$ cat src/game_pkg.sv
package game_pkg;

    // Top level game flow
    typedef enum logic [1:0] {
        MENU  = 2'd0,
        GAME  = 2'd1,
        SCORE = 2'd2
    } game_state_t;

    // Which bird owns the slingshot
    typedef enum logic [2:0] {
        BIRD_0    = 3'd0,
        BIRD_1    = 3'd1,
        BIRD_2    = 3'd2,
        LAST_TURN = 3'd6,   // All birds used, waiting for the end screen
        NO_TURN   = 3'd7
    } turn_t;

    typedef enum logic [1:0] {
        WAIT_FOR_LOAD = 2'd0,
        LOADING       = 2'd1,   // Bird moving onto the sling
        WAIT_FOR_SHOT = 2'd2,   // Player aims here
        FLYING        = 2'd3
    } shot_state_t;

    typedef struct packed {
        logic up;
        logic left;
        logic down;
        logic right;
        logic launch;
    } key_levels_t;

    typedef struct packed {
        logic              launch_press;  // New press seen at this frame
        logic signed [1:0] step_x;        // Right positive
        logic signed [1:0] step_y;        // Down positive
    } key_events_t;

    typedef struct packed {
        logic signed [7:0] dx;
        logic signed [7:0] dy;
    } aim_t;

    typedef struct packed {
        logic [3:0] r;
        logic [3:0] g;
        logic [3:0] b;
    } rgb_t;

    typedef struct packed {
        game_state_t game;
        turn_t       turn;
        shot_state_t shot;
        logic [9:0]  fade;   // Menu fade count
    } ctrl_t;

    // Sprite pixels of this colour are not drawn
    localparam rgb_t TRANSPARENT_KEY = '{r: 4'hF, g: 4'h6, b: 4'hF};
    localparam rgb_t SCORE_COLOUR    = '{r: 4'h2, g: 4'h2, b: 4'h2};

endpackage

$ cat src/input_decoder.sv
`timescale 1ns/1ps

module input_decoder (
    input  logic                  clk,
    input  logic                  rst,
    input  logic                  frame_tick,
    input  game_pkg::key_levels_t keys,
    output game_pkg::key_events_t events
);
    import game_pkg::*;

    key_levels_t sync_meta;      // First synchroniser stage
    key_levels_t sync_keys;      // Safe to use from here on
    logic        launch_at_tick; // Launch level seen at the last frame tick

    // Opposite keys held together cancel out
    function automatic logic signed [1:0] unit_step(
        input logic pos,
        input logic neg
    );
        logic signed [1:0] step;
        case ({pos, neg})
            2'b10:   step = 2'sd1;
            2'b01:   step = -2'sd1;
            default: step = 2'sd0;
        endcase
        return step;
    endfunction

    always_ff @(posedge clk) begin
        if (rst) begin
            sync_meta <= '0;
            sync_keys <= '0;
        end else begin
            sync_meta <= keys;
            sync_keys <= sync_meta;
        end
    end

    always_ff @(posedge clk) begin
        if (rst) begin
            launch_at_tick <= 1'b0;
        end else if (frame_tick) begin
            launch_at_tick <= sync_keys.launch;
        end
    end

    always_comb begin
        events.launch_press = sync_keys.launch & ~launch_at_tick;
        events.step_x       = unit_step(sync_keys.right, sync_keys.left);
        events.step_y       = unit_step(sync_keys.down, sync_keys.up);
    end

endmodule

$ cat src/game_sequencer.sv
`timescale 1ns/1ps

module game_sequencer #(
    parameter int LOAD_FRAMES   = 31,
    parameter int FLIGHT_FRAMES = 480,
    parameter int END_FRAMES    = 120,
    parameter int FADE_FRAMES   = 128
) (
    input  logic                  clk,
    input  logic                  rst,
    input  logic                  frame_tick,
    input  game_pkg::key_events_t events,
    output game_pkg::ctrl_t       ctrl
);
    import game_pkg::*;

    // Wide enough for any of the frame limits
    localparam int CNT_W = $clog2(LOAD_FRAMES + FLIGHT_FRAMES + END_FRAMES + 1);

    localparam logic [CNT_W-1:0] LOAD_LAST   = CNT_W'(LOAD_FRAMES);
    localparam logic [CNT_W-1:0] FLIGHT_LAST = CNT_W'(FLIGHT_FRAMES);
    localparam logic [CNT_W-1:0] END_LAST    = CNT_W'(END_FRAMES);
    localparam logic [9:0]       FADE_LAST   = 10'(FADE_FRAMES);

    game_state_t      game_state;
    game_state_t      game_next;
    turn_t            turn;
    turn_t            turn_next;
    shot_state_t      shot;
    shot_state_t      shot_next;
    logic [9:0]       fade_cnt;
    logic [9:0]       fade_next;
    logic [CNT_W-1:0] frame_cnt;
    logic [CNT_W-1:0] frame_next;

    logic flight_done;  // Shot leaves FLYING on this tick
    logic end_done;
    logic turn_active;

    assign flight_done = (shot == FLYING) && (frame_cnt >= FLIGHT_LAST);
    assign end_done    = (turn == LAST_TURN) && (frame_cnt >= END_LAST);
    assign turn_active = (game_state == GAME) && (turn != NO_TURN) && (turn != LAST_TURN);

    always_comb begin
        case (game_state)
            MENU:    game_next = (fade_cnt == FADE_LAST) ? GAME : MENU;
            GAME:    game_next = end_done ? SCORE : GAME;
            SCORE:   game_next = events.launch_press ? MENU : SCORE;
            default: game_next = MENU;
        endcase
    end

    // Fade starts on a press in the menu and runs to the limit
    always_comb begin
        if (game_state == MENU && events.launch_press && fade_cnt == '0) begin
            fade_next = 10'd1;
        end else if (fade_cnt == FADE_LAST) begin
            fade_next = '0;
        end else if (fade_cnt != '0) begin
            fade_next = fade_cnt + 10'd1;
        end else begin
            fade_next = fade_cnt;
        end
    end

    always_comb begin
        case (turn)
            NO_TURN:   turn_next = (game_state == GAME) ? BIRD_0 : NO_TURN;
            BIRD_0:    turn_next = flight_done ? BIRD_1 : BIRD_0;
            BIRD_1:    turn_next = flight_done ? BIRD_2 : BIRD_1;
            BIRD_2:    turn_next = flight_done ? LAST_TURN : BIRD_2;
            LAST_TURN: turn_next = end_done ? NO_TURN : LAST_TURN;
            default:   turn_next = NO_TURN;
        endcase
    end

    always_comb begin
        if (!turn_active) begin
            shot_next = WAIT_FOR_LOAD;  // No bird on the sling
        end else begin
            case (shot)
                WAIT_FOR_LOAD: shot_next = LOADING;
                LOADING:       shot_next = (frame_cnt >= LOAD_LAST) ? WAIT_FOR_SHOT : LOADING;
                WAIT_FOR_SHOT: shot_next = events.launch_press ? FLYING : WAIT_FOR_SHOT;
                FLYING:        shot_next = flight_done ? WAIT_FOR_LOAD : FLYING;
                default:       shot_next = WAIT_FOR_LOAD;
            endcase
        end
    end

    // Restart on any shot or turn change
    always_comb begin
        if (shot_next != shot || turn_next != turn) begin
            frame_next = '0;
        end else if (shot == LOADING || shot == FLYING || turn == LAST_TURN) begin
            frame_next = frame_cnt + 1'b1;
        end else begin
            frame_next = '0;
        end
    end

    always_ff @(posedge clk) begin
        if (rst) begin
            game_state <= MENU;
            turn       <= NO_TURN;
            shot       <= WAIT_FOR_LOAD;
            fade_cnt   <= '0;
            frame_cnt  <= '0;
        end else if (frame_tick) begin
            game_state <= game_next;
            turn       <= turn_next;
            shot       <= shot_next;
            fade_cnt   <= fade_next;
            frame_cnt  <= frame_next;
        end
    end

    assign ctrl = '{game: game_state, turn: turn, shot: shot, fade: fade_cnt};

endmodule

$ cat src/aim_control.sv
`timescale 1ns/1ps

module aim_control #(
    parameter int AIM_LIMIT = 63  // Must stay below 128
) (
    input  logic                  clk,
    input  logic                  rst,
    input  logic                  frame_tick,
    input  game_pkg::key_events_t events,
    input  game_pkg::shot_state_t shot,
    output game_pkg::aim_t        aim
);
    import game_pkg::*;

    // One bit of headroom so the sum cannot wrap
    logic signed [8:0] next_dx;
    logic signed [8:0] next_dy;
    logic              out_of_range;

    function automatic logic beyond_limit(input logic signed [8:0] v);
        return (v > AIM_LIMIT) || (v < -AIM_LIMIT);
    endfunction

    always_comb begin
        next_dx      = $signed(aim.dx) + $signed(events.step_x);
        next_dy      = $signed(aim.dy) + $signed(events.step_y);
        out_of_range = beyond_limit(next_dx) || beyond_limit(next_dy);
    end

    always_ff @(posedge clk) begin
        if (rst) begin
            aim <= '0;
        end else if (frame_tick) begin
            if (shot != WAIT_FOR_SHOT) begin
                aim <= '0;  // Back to centre when not aiming
            end else if (!out_of_range) begin
                aim.dx <= next_dx[7:0];
                aim.dy <= next_dy[7:0];
            end
        end
    end

endmodule

$ cat src/pixel_compositor.sv
`timescale 1ns/1ps

module pixel_compositor (
    input  game_pkg::game_state_t game,
    input  logic [9:0]            fade,
    input  logic                  video_valid,
    input  game_pkg::rgb_t        menu_pixel,
    input  game_pkg::rgb_t        bg_pixel,
    input  game_pkg::rgb_t        sprite_pixel,
    input  game_pkg::rgb_t        sling_pixel,
    input  logic                  sprite_hit,
    input  logic                  sling_hit,
    output game_pkg::rgb_t        rgb
);
    import game_pkg::*;

    logic [4:0] dim;  // Fade step, one per 32 frames

    assign dim = fade[9:5];

    always_comb begin
        rgb = '0;
        if (video_valid) begin
            case (game)
                MENU: begin
                    rgb.r = menu_pixel.r >> dim;
                    rgb.g = menu_pixel.g >> dim;
                    rgb.b = menu_pixel.b >> dim;
                end
                GAME: begin
                    // Sprite over sling over background
                    if (sprite_hit && sprite_pixel != TRANSPARENT_KEY) begin
                        rgb = sprite_pixel;
                    end else if (sling_hit && sling_pixel != TRANSPARENT_KEY) begin
                        rgb = sling_pixel;
                    end else begin
                        rgb = bg_pixel;
                    end
                end
                SCORE:   rgb = SCORE_COLOUR;
                default: rgb = '0;
            endcase
        end
    end

endmodule

$ cat src/slingshot_game_top.sv
`timescale 1ns/1ps

module slingshot_game_top #(
    parameter int LOAD_FRAMES   = 31,
    parameter int FLIGHT_FRAMES = 480,   // About eight seconds at 60 Hz
    parameter int END_FRAMES    = 120,
    parameter int FADE_FRAMES   = 128,
    parameter int AIM_LIMIT     = 63
) (
    input  logic                  clk,
    input  logic                  rst,
    input  logic                  frame_tick,
    input  game_pkg::key_levels_t keys,
    input  logic                  video_valid,
    input  game_pkg::rgb_t        menu_pixel,
    input  game_pkg::rgb_t        bg_pixel,
    input  logic                  sprite_hit,
    input  game_pkg::rgb_t        sprite_pixel,
    input  logic                  sling_hit,
    input  game_pkg::rgb_t        sling_pixel,
    output game_pkg::ctrl_t       ctrl,
    output game_pkg::aim_t        aim,
    output game_pkg::rgb_t        rgb
);
    import game_pkg::*;

    key_events_t events;

    input_decoder u_input_decoder (
        .clk        (clk),
        .rst        (rst),
        .frame_tick (frame_tick),
        .keys       (keys),
        .events     (events)
    );

    game_sequencer #(
        .LOAD_FRAMES   (LOAD_FRAMES),
        .FLIGHT_FRAMES (FLIGHT_FRAMES),
        .END_FRAMES    (END_FRAMES),
        .FADE_FRAMES   (FADE_FRAMES)
    ) u_game_sequencer (
        .clk        (clk),
        .rst        (rst),
        .frame_tick (frame_tick),
        .events     (events),
        .ctrl       (ctrl)
    );

    aim_control #(
        .AIM_LIMIT (AIM_LIMIT)
    ) u_aim_control (
        .clk        (clk),
        .rst        (rst),
        .frame_tick (frame_tick),
        .events     (events),
        .shot       (ctrl.shot),
        .aim        (aim)
    );

    pixel_compositor u_pixel_compositor (
        .game         (ctrl.game),
        .fade         (ctrl.fade),
        .video_valid  (video_valid),
        .menu_pixel   (menu_pixel),
        .bg_pixel     (bg_pixel),
        .sprite_pixel (sprite_pixel),
        .sling_pixel  (sling_pixel),
        .sprite_hit   (sprite_hit),
        .sling_hit    (sling_hit),
        .rgb          (rgb)
    );

endmodule

$ cat config.mk
export PLATFORM = sky130hd
export DESIGN_NAME = slingshot_game_top
export DESIGN_NICKNAME = d
export VERILOG_FILES = /design/src/game_pkg.sv /design/src/input_decoder.sv /design/src/game_sequencer.sv /design/src/aim_control.sv /design/src/pixel_compositor.sv /design/src/slingshot_game_top.sv
export SDC_FILE = /design/constraint.sdc
export NUM_CORES = 1
export LEC_CHECK = 0
export BUFFER_PORTS_ARGS = -buffer_cell sky130_fd_sc_hd__buf_2
export CORE_ASPECT_RATIO = 0.6
export CORE_MARGIN = 2
export CORE_UTILIZATION = 55
export DETAILED_ROUTE_END_ITERATION = 16
export PLACE_DENSITY = 0.81
export SLEW_MARGIN = 20
export SYNTH_ARGS = -nofsm -noshare
export SYNTH_HDL_FRONTEND = slang
export SYNTH_SLANG_ARGS = --single-unit
$ cat constraint.sdc
create_clock -name clk -period 6.6 [get_ports clk]
set_input_delay 1.32 -clock clk [delete_from_list [all_inputs] [get_ports clk]]
set_output_delay 1.32 -clock clk [all_outputs]
set_load 0.05 [all_outputs]
# Word-level counts from Yosys, hierarchy flattened
# Index checks and enable logic that the tools add are counted.
word_totals:
  reg_bits: 54
  latchBits: 0
  ramBits: 0
  romBits: 0
  input_bits: 59
  output_inout_bits: 45
  word_cells: 106
  mem_count: 0
classes:
  add_sub_neg: 4
  multipliers: 0
  n_div: 0
  n_lt_le_gt_ge: 7
  n_eq_ne: 22
  n_shift: 3
  muxes: 28
  bitwise: 2
  n_reduce_logical: 22
op_table:
  columns: ["operator", "count"]
  rows:
  - ["2-to-1 mux 10 bit", 5]
  - ["2-to-1 mux 12 bit", 3]
  - ["case mux 12 bit (3 select lines)", 1]
  - ["2-to-1 mux 16 bit", 2]
  - ["inequality test 12 bit (second input constant)", 2]
  - ["adder 10 x 1 -> 10 bit (second input constant)", 2]
  - ["adder 8 x 2 -> 9 bit", 2]
  - ["> comparator 9 x 7 -> 1 bit (second input constant)", 2]
  - ["less-than comparator 9 x 7 -> 1 bit (second input constant)", 2]
  - ["case mux 3 bit (5 select lines)", 1]
  - [">> shifter 4 x 5 -> 4 bit", 3]
  - ["2-to-1 mux 2 bit", 6]
  - ["== test 10 x 8 -> 1 bit (second input constant)", 1]
  - ["== test 2 bit (second input constant)", 5]
  - ["greater-or-equal comparator 10 x 5 -> 1 bit (second input constant)", 1]
  - ["greater-or-equal comparator 10 x 7 -> 1 bit (second input constant)", 1]
  - ["greater-or-equal comparator 10 x 9 -> 1 bit (second input constant)", 1]
  - ["zero test 10 bit", 1]
  - ["nonzero test 10 bit", 1]
  - ["== test 2 x 1 -> 1 bit (second input constant)", 4]
  - ["logical AND 1 bit", 8]
  - ["case mux 2 bit (2 select lines)", 2]
  - ["case mux 2 bit (4 select lines)", 1]
  - ["== test 3 bit (second input constant)", 2]
  - ["other kinds (16)", 29]

# Longest topological paths before layout
# Gate-level depths: netlist of the first run.
logic_depth:
  ltp_word: 8
  mapped_depth: 15
  depth_no_buf: 13

# Modules after synthesis
# Synthesis of the first run repeated with hierarchy kept, for this count alone.
unflattened:
  hier_cells: 533
  area_unflattened_um2: 4486.8
modules_own_cells:
  columns: ["mod", "n_inst", "cells_per_inst", "area_per_inst_um2", "seq_area_each_um2"]
  rows:
  - ["aim_control", 1, 205, 1709.1, 320.3]
  - ["game_sequencer", 1, 184, 1527.7, 540.5]
  - ["pixel_compositor", 1, 113, 858.3, 0.0]
  - ["input_decoder", 1, 31, 391.6, 220.2]

# Least setup slack after synthesis of the first run
# No wires, ideal clock.
synth_path:
  kind: "input to output"
  start: "input port sling_pixel[4] (netlist name)"
  end: "output port rgb[5] (netlist name)"
  arrival_time_ns: 3.466
  required_ns: 5.280
  slack_ns: 1.814
  path_stages: 7
  n_path_buf: 1
  cell_sequence: "nand4bb_1 o31ai_1 clkbuf_1 mux2i_1 nand2_1 o211ai_1 a31oi_1"
synth_lines:
  columns: ["element", "line_no", "rtl"]
  rows:
  - ["start, declared", "slingshot_game_top.sv:20", "input game_pkg::rgb_t sling_pixel,"]
  - ["end, declared", "slingshot_game_top.sv:23", "output game_pkg::rgb_t rgb"]

==> results.sh, run 1 <==
export IMPL_status="finished clean"
export IMPL_gp_congestion=0.8920
export IMPL_utilization_pct=64.46
export IMPL_wirelength_mm=12.90
export IMPL_cts_resized=0
export IMPL_vias=4943
export IMPL_crit_top_cell="buf_2"
export IMPL_synth_top_cell_area_share_pct=24.03
export IMPL_dp_slack_ns=1.617
export IMPL_grt_pass1_wl_mm=20.51
export IMPL_synth_area_leaders="dfxtp_1 (24%), a21oi_1 (4.9%), nor2_1 (4.2%), nand2_1 (4.1%), mux2i_1 (3.8%)"
export IMPL_synth_cell_types=76
export IMPL_hp_class="reg -> reg"
export IMPL_arrival_ns=3.39
export IMPL_start_util_pct=56.84
export IMPL_internal_power_w=0.0005209
export IMPL_nFillCells=691
export IMPL_clkLatencyLatePin_ns=0.29
export IMPL_grt_pass1_vias=4198
export IMPL_clk_path_buf_depth=2
export IMPL_cp_max_fo=12
export IMPL_cts_tree="built"
export IMPL_synth_fp_nets=674
export IMPL_dieArea_mm2=0.008942
export IMPL_wl_per_cell_um=16.77
export IMPL_avgSynthCellArea_um2=7.472
export IMPL_cp_end_kind="primary output"
export IMPL_cts_buffers=5
export IMPL_ir_drop_v=0.0001286
export IMPL_track_usage_pct=27.97
export IMPL_switching_power_w=0.0001926
export IMPL_syn_to_final_growth_pct=13.41
export IMPL_worstPathBufferInverterCount=3
export IMPL_yosysTopAreaCell="dfxtp_1"
export IMPL_slowest_stage="o31ai_4"
export IMPL_drive_gt1_share_pct=20.57
export IMPL_power_frac_clock_pct=36.3
export IMPL_grt_max_degree=45
export IMPL_fin_crit_sh_pct=71.35
export IMPL_tightest_slew_ns=0.9979
export IMPL_die_w_um=120.8
export IMPL_power_density_mw_per_mm2=139.9
export IMPL_combPwrFrac_pct=17.3
export IMPL_maxCapViolCount=0
export IMPL_p_leak_nw=2.154
export IMPL_crit_type="in -> out"
export IMPL_fmax_mhz=212.3
export IMPL_coreArea_mm2=0.007914
export IMPL_cp_start_kind="primary input"
export IMPL_first_pass_iters=5
export IMPL_nets=734
export IMPL_die_h_um=74.05
export IMPL_fin_total_pwr_w=0.0007135
export IMPL_clk_pin_slew_ns=0.06
export IMPL_grt_overflow=0
export IMPL_antenna_found_initial=0
export IMPL_cts_sinks=54
export IMPL_io_pins=104
export IMPL_multi_input_area_mm2=0.003126
export IMPL_setup_tns_final_ns=0
export IMPL_core_rowCount=25
export IMPL_p_seq_share_pct=46.4
export IMPL_post_cts_setup_buffers=0
export IMPL_vias_per_cell=6.428
export IMPL_synth_ff_type="dfxtp_1"
export IMPL_final_max_slew_violation_count=0
export IMPL_finalHoldViolCount=0
export IMPL_grt_setup_unrepaired="false"
export IMPL_slew_headroom_pct=33.34
export IMPL_cts_root_buf="clkbuf_16"
export IMPL_syn_cell_area_mm2=0.004498
export IMPL_htree_levels=2
export IMPL_fin_ws_ns=1.891
export IMPL_synth_seq_cells=54
export IMPL_swShare_pct=26.99
export IMPL_layout_min_cycle_time_ns=4.709
export IMPL_place_port_buffers=103
export IMPL_setup_viol=0
export IMPL_synth_edf_count=0
export IMPL_ant_nets=0
export IMPL_crit_path_max_incr_delay_ns=0.68
export IMPL_dp_hpwl_mm=9.373
export IMPL_drtIter0Drc=735
export IMPL_num_antenna_cells=0
export IMPL_cts_hold_buf=0
export IMPL_register_area_mm2=0.001081
export IMPL_ys_seq_area_share_pct=24.03
export IMPL_synth_common_cells="dfxtp_1 (54), nor2_1 (50), nand2_1 (49), a21oi_1 (44), clkbuf_1 (36)"
export IMPL_yosysWarnings=0
export IMPL_route_detailed_drc=0
export IMPL_synthCells=602
export IMPL_path_delay_family="compound AO/OA/AOI/OAI gates"
export IMPL_skew_ns=0.005965
export IMPL_synthArstFlopShare_pct=0
export IMPL_worstPathRequired_ns=5.28
export IMPL_crit_chain="buf_2 -> nand4bb_1 -> o31ai_4 -> inv_1 -> o221ai_1 -> o21ai_0 -> a222oi_1 -> nor2_1 -> buf_2"
export IMPL_synth_most_common_cell="dfxtp_1"
final timing paths:
path                                       end  slack [ns]                         start  depth (start not counted)
setup / recovery                        rgb[0]        1.89                sling_pixel[4]                          9
setup reg to reg          u_aim_control.aim[3]        2.34  u_input_decoder.sync_keys[1]                         12
hold / removal    u_input_decoder.sync_keys[0]        0.45  u_input_decoder.sync_meta[0]                          1
hold reg to reg   u_input_decoder.sync_keys[0]        0.45  u_input_decoder.sync_meta[0]                          1
power groups by stage:
stage                     combinational [W]  clock (W)  sequential [W]
after floorplan                   0.0000792          0        0.000340
after global placement             0.000117          0        0.000338
after detailed placement           0.000121          0        0.000338
after CTS                          0.000121   0.000261        0.000331
after global routing               0.000134   0.000276        0.000331
final                              0.000124   0.000259        0.000331
area by class of cell:
class | instances | share of cell area [%]
Clock buffer | 6 | 2.723
Inverter | 24 | 1.766
Tap cell | 108 | 2.649
Sequential cell | 54 | 21.19
Multi-Input combinational cell | 472 | 61.27
Timing Repair Buffer | 105 | 10.40
logic make-up after synthesis:
logic type	Yosys count	synth area share, %
adder cells (fa/ha/maj)	13	3.616
XOR/XNOR	19	3.700
buffers and inverters	76	6.899
AND/OR/NAND/NOR	246	29.65
flip-flops	54	24.03
multiplexers	22	5.035
AO/OA/AOI/OAI	172	27.07
per-layer routing:
metal / GRT usage (%) / wire length [um] / vias up
li1: - / - / 2356
met2: 42.69 / 5678 / 237
met1: 42.37 / 6011 / 2328
met3: 4.448 / 1089 / 22
met4: 4.264 / 116 / 0
met5: 0 / 0 / -
metrics by stage:
stage / area [um^2] / std cells / hold slack (ns)
finish: 5101 / 769 / 0.4461
global route: 5101 / 769 / 0.4596
CTS: 5092 / 769 / 0.4517
detailed placement: 4954 / 763 / 0.4366
global placement: 4954 / 763 / 0.4175
floorplan: 4498 / 602 / 0.4138
sequential cells by signal (all words and copies together), names as in the netlist:
register,cells
u_aim_control.aim,16
u_input_decoder.sync_keys,5
u_game_sequencer.turn,3
u_game_sequencer.frame_cnt,10
u_game_sequencer.fade_cnt,10
u_input_decoder.launch_at_tick,1
u_game_sequencer.game_state,2
u_input_decoder.sync_meta,5
u_game_sequencer.shot,2
layout by cell type (no fill, tap or decap), types with 11 or more instances in the layout:
cell type,count
nor2b_1,22
inv_1,22
dfxtp_1,54
buf_2,103
nand4_1,19
nor3_1,20
nand3_1,19
a21oi_1,44
xor2_1,13
o21ai_1,11
ha_1,13
o21ai_0,21
nor2_1,50
nand2_1,49
mux2i_1,17
Power figures use the tool's default switching activity.
==> inputs of run 2 (changes only) <==
--- a/config.mk
+++ b/config.mk
@@ -8,9 +8,9 @@
 export BUFFER_PORTS_ARGS = -buffer_cell sky130_fd_sc_hd__buf_2
 export CORE_ASPECT_RATIO = 0.6
 export CORE_MARGIN = 2
-export CORE_UTILIZATION = 55
+export CORE_UTILIZATION = 50
 export DETAILED_ROUTE_END_ITERATION = 16
-export PLACE_DENSITY = 0.81
+export PLACE_DENSITY = 0.78
 export SLEW_MARGIN = 20
 export SYNTH_ARGS = -nofsm -noshare
 export SYNTH_HDL_FRONTEND = slang
==> constraint.sdc (replaced) <==
create_clock -name clk -period 4.24 [get_ports clk]
set_input_delay 0.848 -clock clk [delete_from_list [all_inputs] [get_ports clk]]
set_output_delay 0.848 -clock clk [all_outputs]
set_load 0.05 [all_outputs]
==> results.sh, run 2 (synthesis gave the netlist of run 1 again) <==
export IMPL_slowest_stage="a31oi_1"
export IMPL_final_max_slew_violation_count=0
export IMPL_final_area_mm2=0.005162
export IMPL_cts_buffers=5
export IMPL_dp_cells=772
export IMPL_ir_drop_v=0.0001318
export IMPL_grt_overflow=0
export IMPL_ant_nets=0
export IMPL_place_area_mm2=0.004996
export IMPL_cp_max_fo=11
export IMPL_grt_setup_unrepaired="false"
export IMPL_power_density_mw_per_mm2=229.3
export IMPL_crit_top_cell="ha_1"
export IMPL_start_util_pct=52.18
export IMPL_final_cell_mix="buf_2 (103), dfxtp_1 (54), nor2_1 (50)"
export IMPL_grt_max_degree=45
export IMPL_fin_total_pwr_w=0.001184
export IMPL_grt_pass1_vias=4350
export IMPL_arrival_ns=4.06
export IMPL_coreArea_mm2=0.008621
export IMPL_clk_pin_slew_ns=0.07
export IMPL_maxCapViolCount=0
export IMPL_largestRegisters="u_aim_control.aim: 16 flops, u_game_sequencer.fade_cnt: 10 flops, u_game_sequencer.frame_cnt: 10 flops"
export IMPL_gp_congestion=1.025
export IMPL_htree_levels=2
export IMPL_fin_crit_sh_pct=91.15
export IMPL_crit_chain="inv_1 -> ha_1 -> inv_1 -> ha_1 -> ha_1 -> a21boi_0 -> o22ai_1 -> o311ai_0 -> nand3_1 -> and2_1 -> a31oi_1 -> nor3_2 -> a32o_1"
export IMPL_skew_ns=0.009838
export IMPL_antenna_found_initial=0
export IMPL_wl_per_cell_um=17.04
export IMPL_io_pins=104
export IMPL_dp_slack_ns=0.5081
export IMPL_dp_hpwl_mm=9.835
export IMPL_track_usage_pct=26.28
export IMPL_clk_path_buf_depth=2
export IMPL_crit_type="reg -> reg"
export IMPL_core_rowCount=26
export IMPL_fmax_mhz=258.8
export IMPL_layout_min_cycle_time_ns=3.865
export IMPL_finalHoldViolCount=0
export IMPL_status="finished clean"
export IMPL_slew_headroom_pct=37.02
export IMPL_die_h_um=77.47
export IMPL_crit_path_max_incr_delay_ns=0.76
export IMPL_route_detailed_drc=0
export IMPL_cts_tree="built"
export IMPL_final_common_cell="buf_2"
export IMPL_hold_path_depth=1
export IMPL_setup_tns_final_ns=0
export IMPL_drtIter0Drc=531
export IMPL_grt_pass1_wl_mm=21.41
export IMPL_dieArea_mm2=0.009796
export IMPL_vias_per_cell=6.369
export IMPL_tightest_slew_ns=0.9428
export IMPL_cts_sinks=54
export IMPL_regMostFlops="u_aim_control.aim"
export IMPL_num_antenna_cells=0
export IMPL_fin_ws_ns=0.3754
export IMPL_clkLatencyLatePin_ns=0.30
export IMPL_vias=4968
export IMPL_cp_end_kind="register"
export IMPL_drive_gt1_share_pct=21.26
export IMPL_die_w_um=126.5
export IMPL_worstPathRequired_ns=4.44
export IMPL_nets=739
export IMPL_largest_register_ffs=16
export IMPL_cts_root_buf="clkbuf_16"
export IMPL_hp_class="reg -> reg"
export IMPL_syn_to_final_growth_pct=14.77
export IMPL_wirelength_mm=13.29
export IMPL_cts_resized=0
export IMPL_p_leak_nw=2.188
export IMPL_place_port_buffers=103
export IMPL_r2r_cells=13
export IMPL_layoutNonFillerInstCount=780
export IMPL_cp_start_kind="register"
export IMPL_post_cts_setup_buffers=0
export IMPL_cts_hold_buf=0
export IMPL_setup_viol=0
export IMPL_first_pass_iters=5
==> run 2: cell count changes in the layout (fill, tap and decap cells not counted) <==
cell	delta
clkbuf_1	+1
o31ai_2	+1
buf_4	+5
clkbuf_8	-1
o31ai_4	-1
bufinv_16	+1
clkinvlp_4	+1
==> run 2: path summary, 6_finish.rpt <==
| check | startpoint | endpoint | slack (ns) |
|---|---|---|---|
| min | u_input_decoder.sync_meta[0] | u_input_decoder.sync_keys[0] | 0.44 |
| max | u_input_decoder.sync_keys[2] | u_aim_control.aim[4] | 0.38 |
| min reg2reg | u_input_decoder.sync_meta[0] | u_input_decoder.sync_keys[0] | 0.44 |
| max reg2reg | u_input_decoder.sync_keys[2] | u_aim_control.aim[4] | 0.38 |
==> run 2: worst max-delay path, delay by kind of cell, from the launching register on <==
kind,cells,cell delay [ns]
adder cells (fa/ha/maj),3,0.79
buffers and inverters,2,0.10
AO/OA/AOI/OAI,5,1.95
flip-flops,1,0.31
AND/OR/NAND/NOR,3,0.61
==> run 2: through the flow <==
stage | utilization (%) | hold slack, ns
global placement | 57.95 | 0.4189
floorplan | - | 0.4138
detailed placement | 57.95 | 0.4356
global route | 59.88 | 0.4617
CTS | 59.88 | 0.4531
finish | 59.88 | 0.4443
==> run 2: final cells by class <==
cell class              instances  area, um^2
clock buffers                   6       128.9
clock inverters                 2       37.54
fillers                       808        3458
inverters                      24       90.09
multi-input cells             472        3117
flip-flops and latches         54        1081
well taps                     112       140.1
repair buffers                110       568.0
==> run 2: layer usage <==
layer	up-vias	GRT usage (%)	share of wire, %	routed length [um]
met2	231	39.30	44	5879
met3	20	4.828	8.1	1074
li1	2373	-	-	-
met5	-	0	0	0
met1	2344	39.12	46	6167
met4	0	5.604	1.3	173
==> run 2: where the power goes <==
group	leakage (nW)	internal (W)	switching [W]	total (W)
clock network	0.0771	0.000279	0.000194	0.000474
registers	0.437	0.000512	0.00000265	0.000515
logic	1.67	0.0000705	0.000125	0.000195
total	2.19	0.000862	0.000322	0.00118
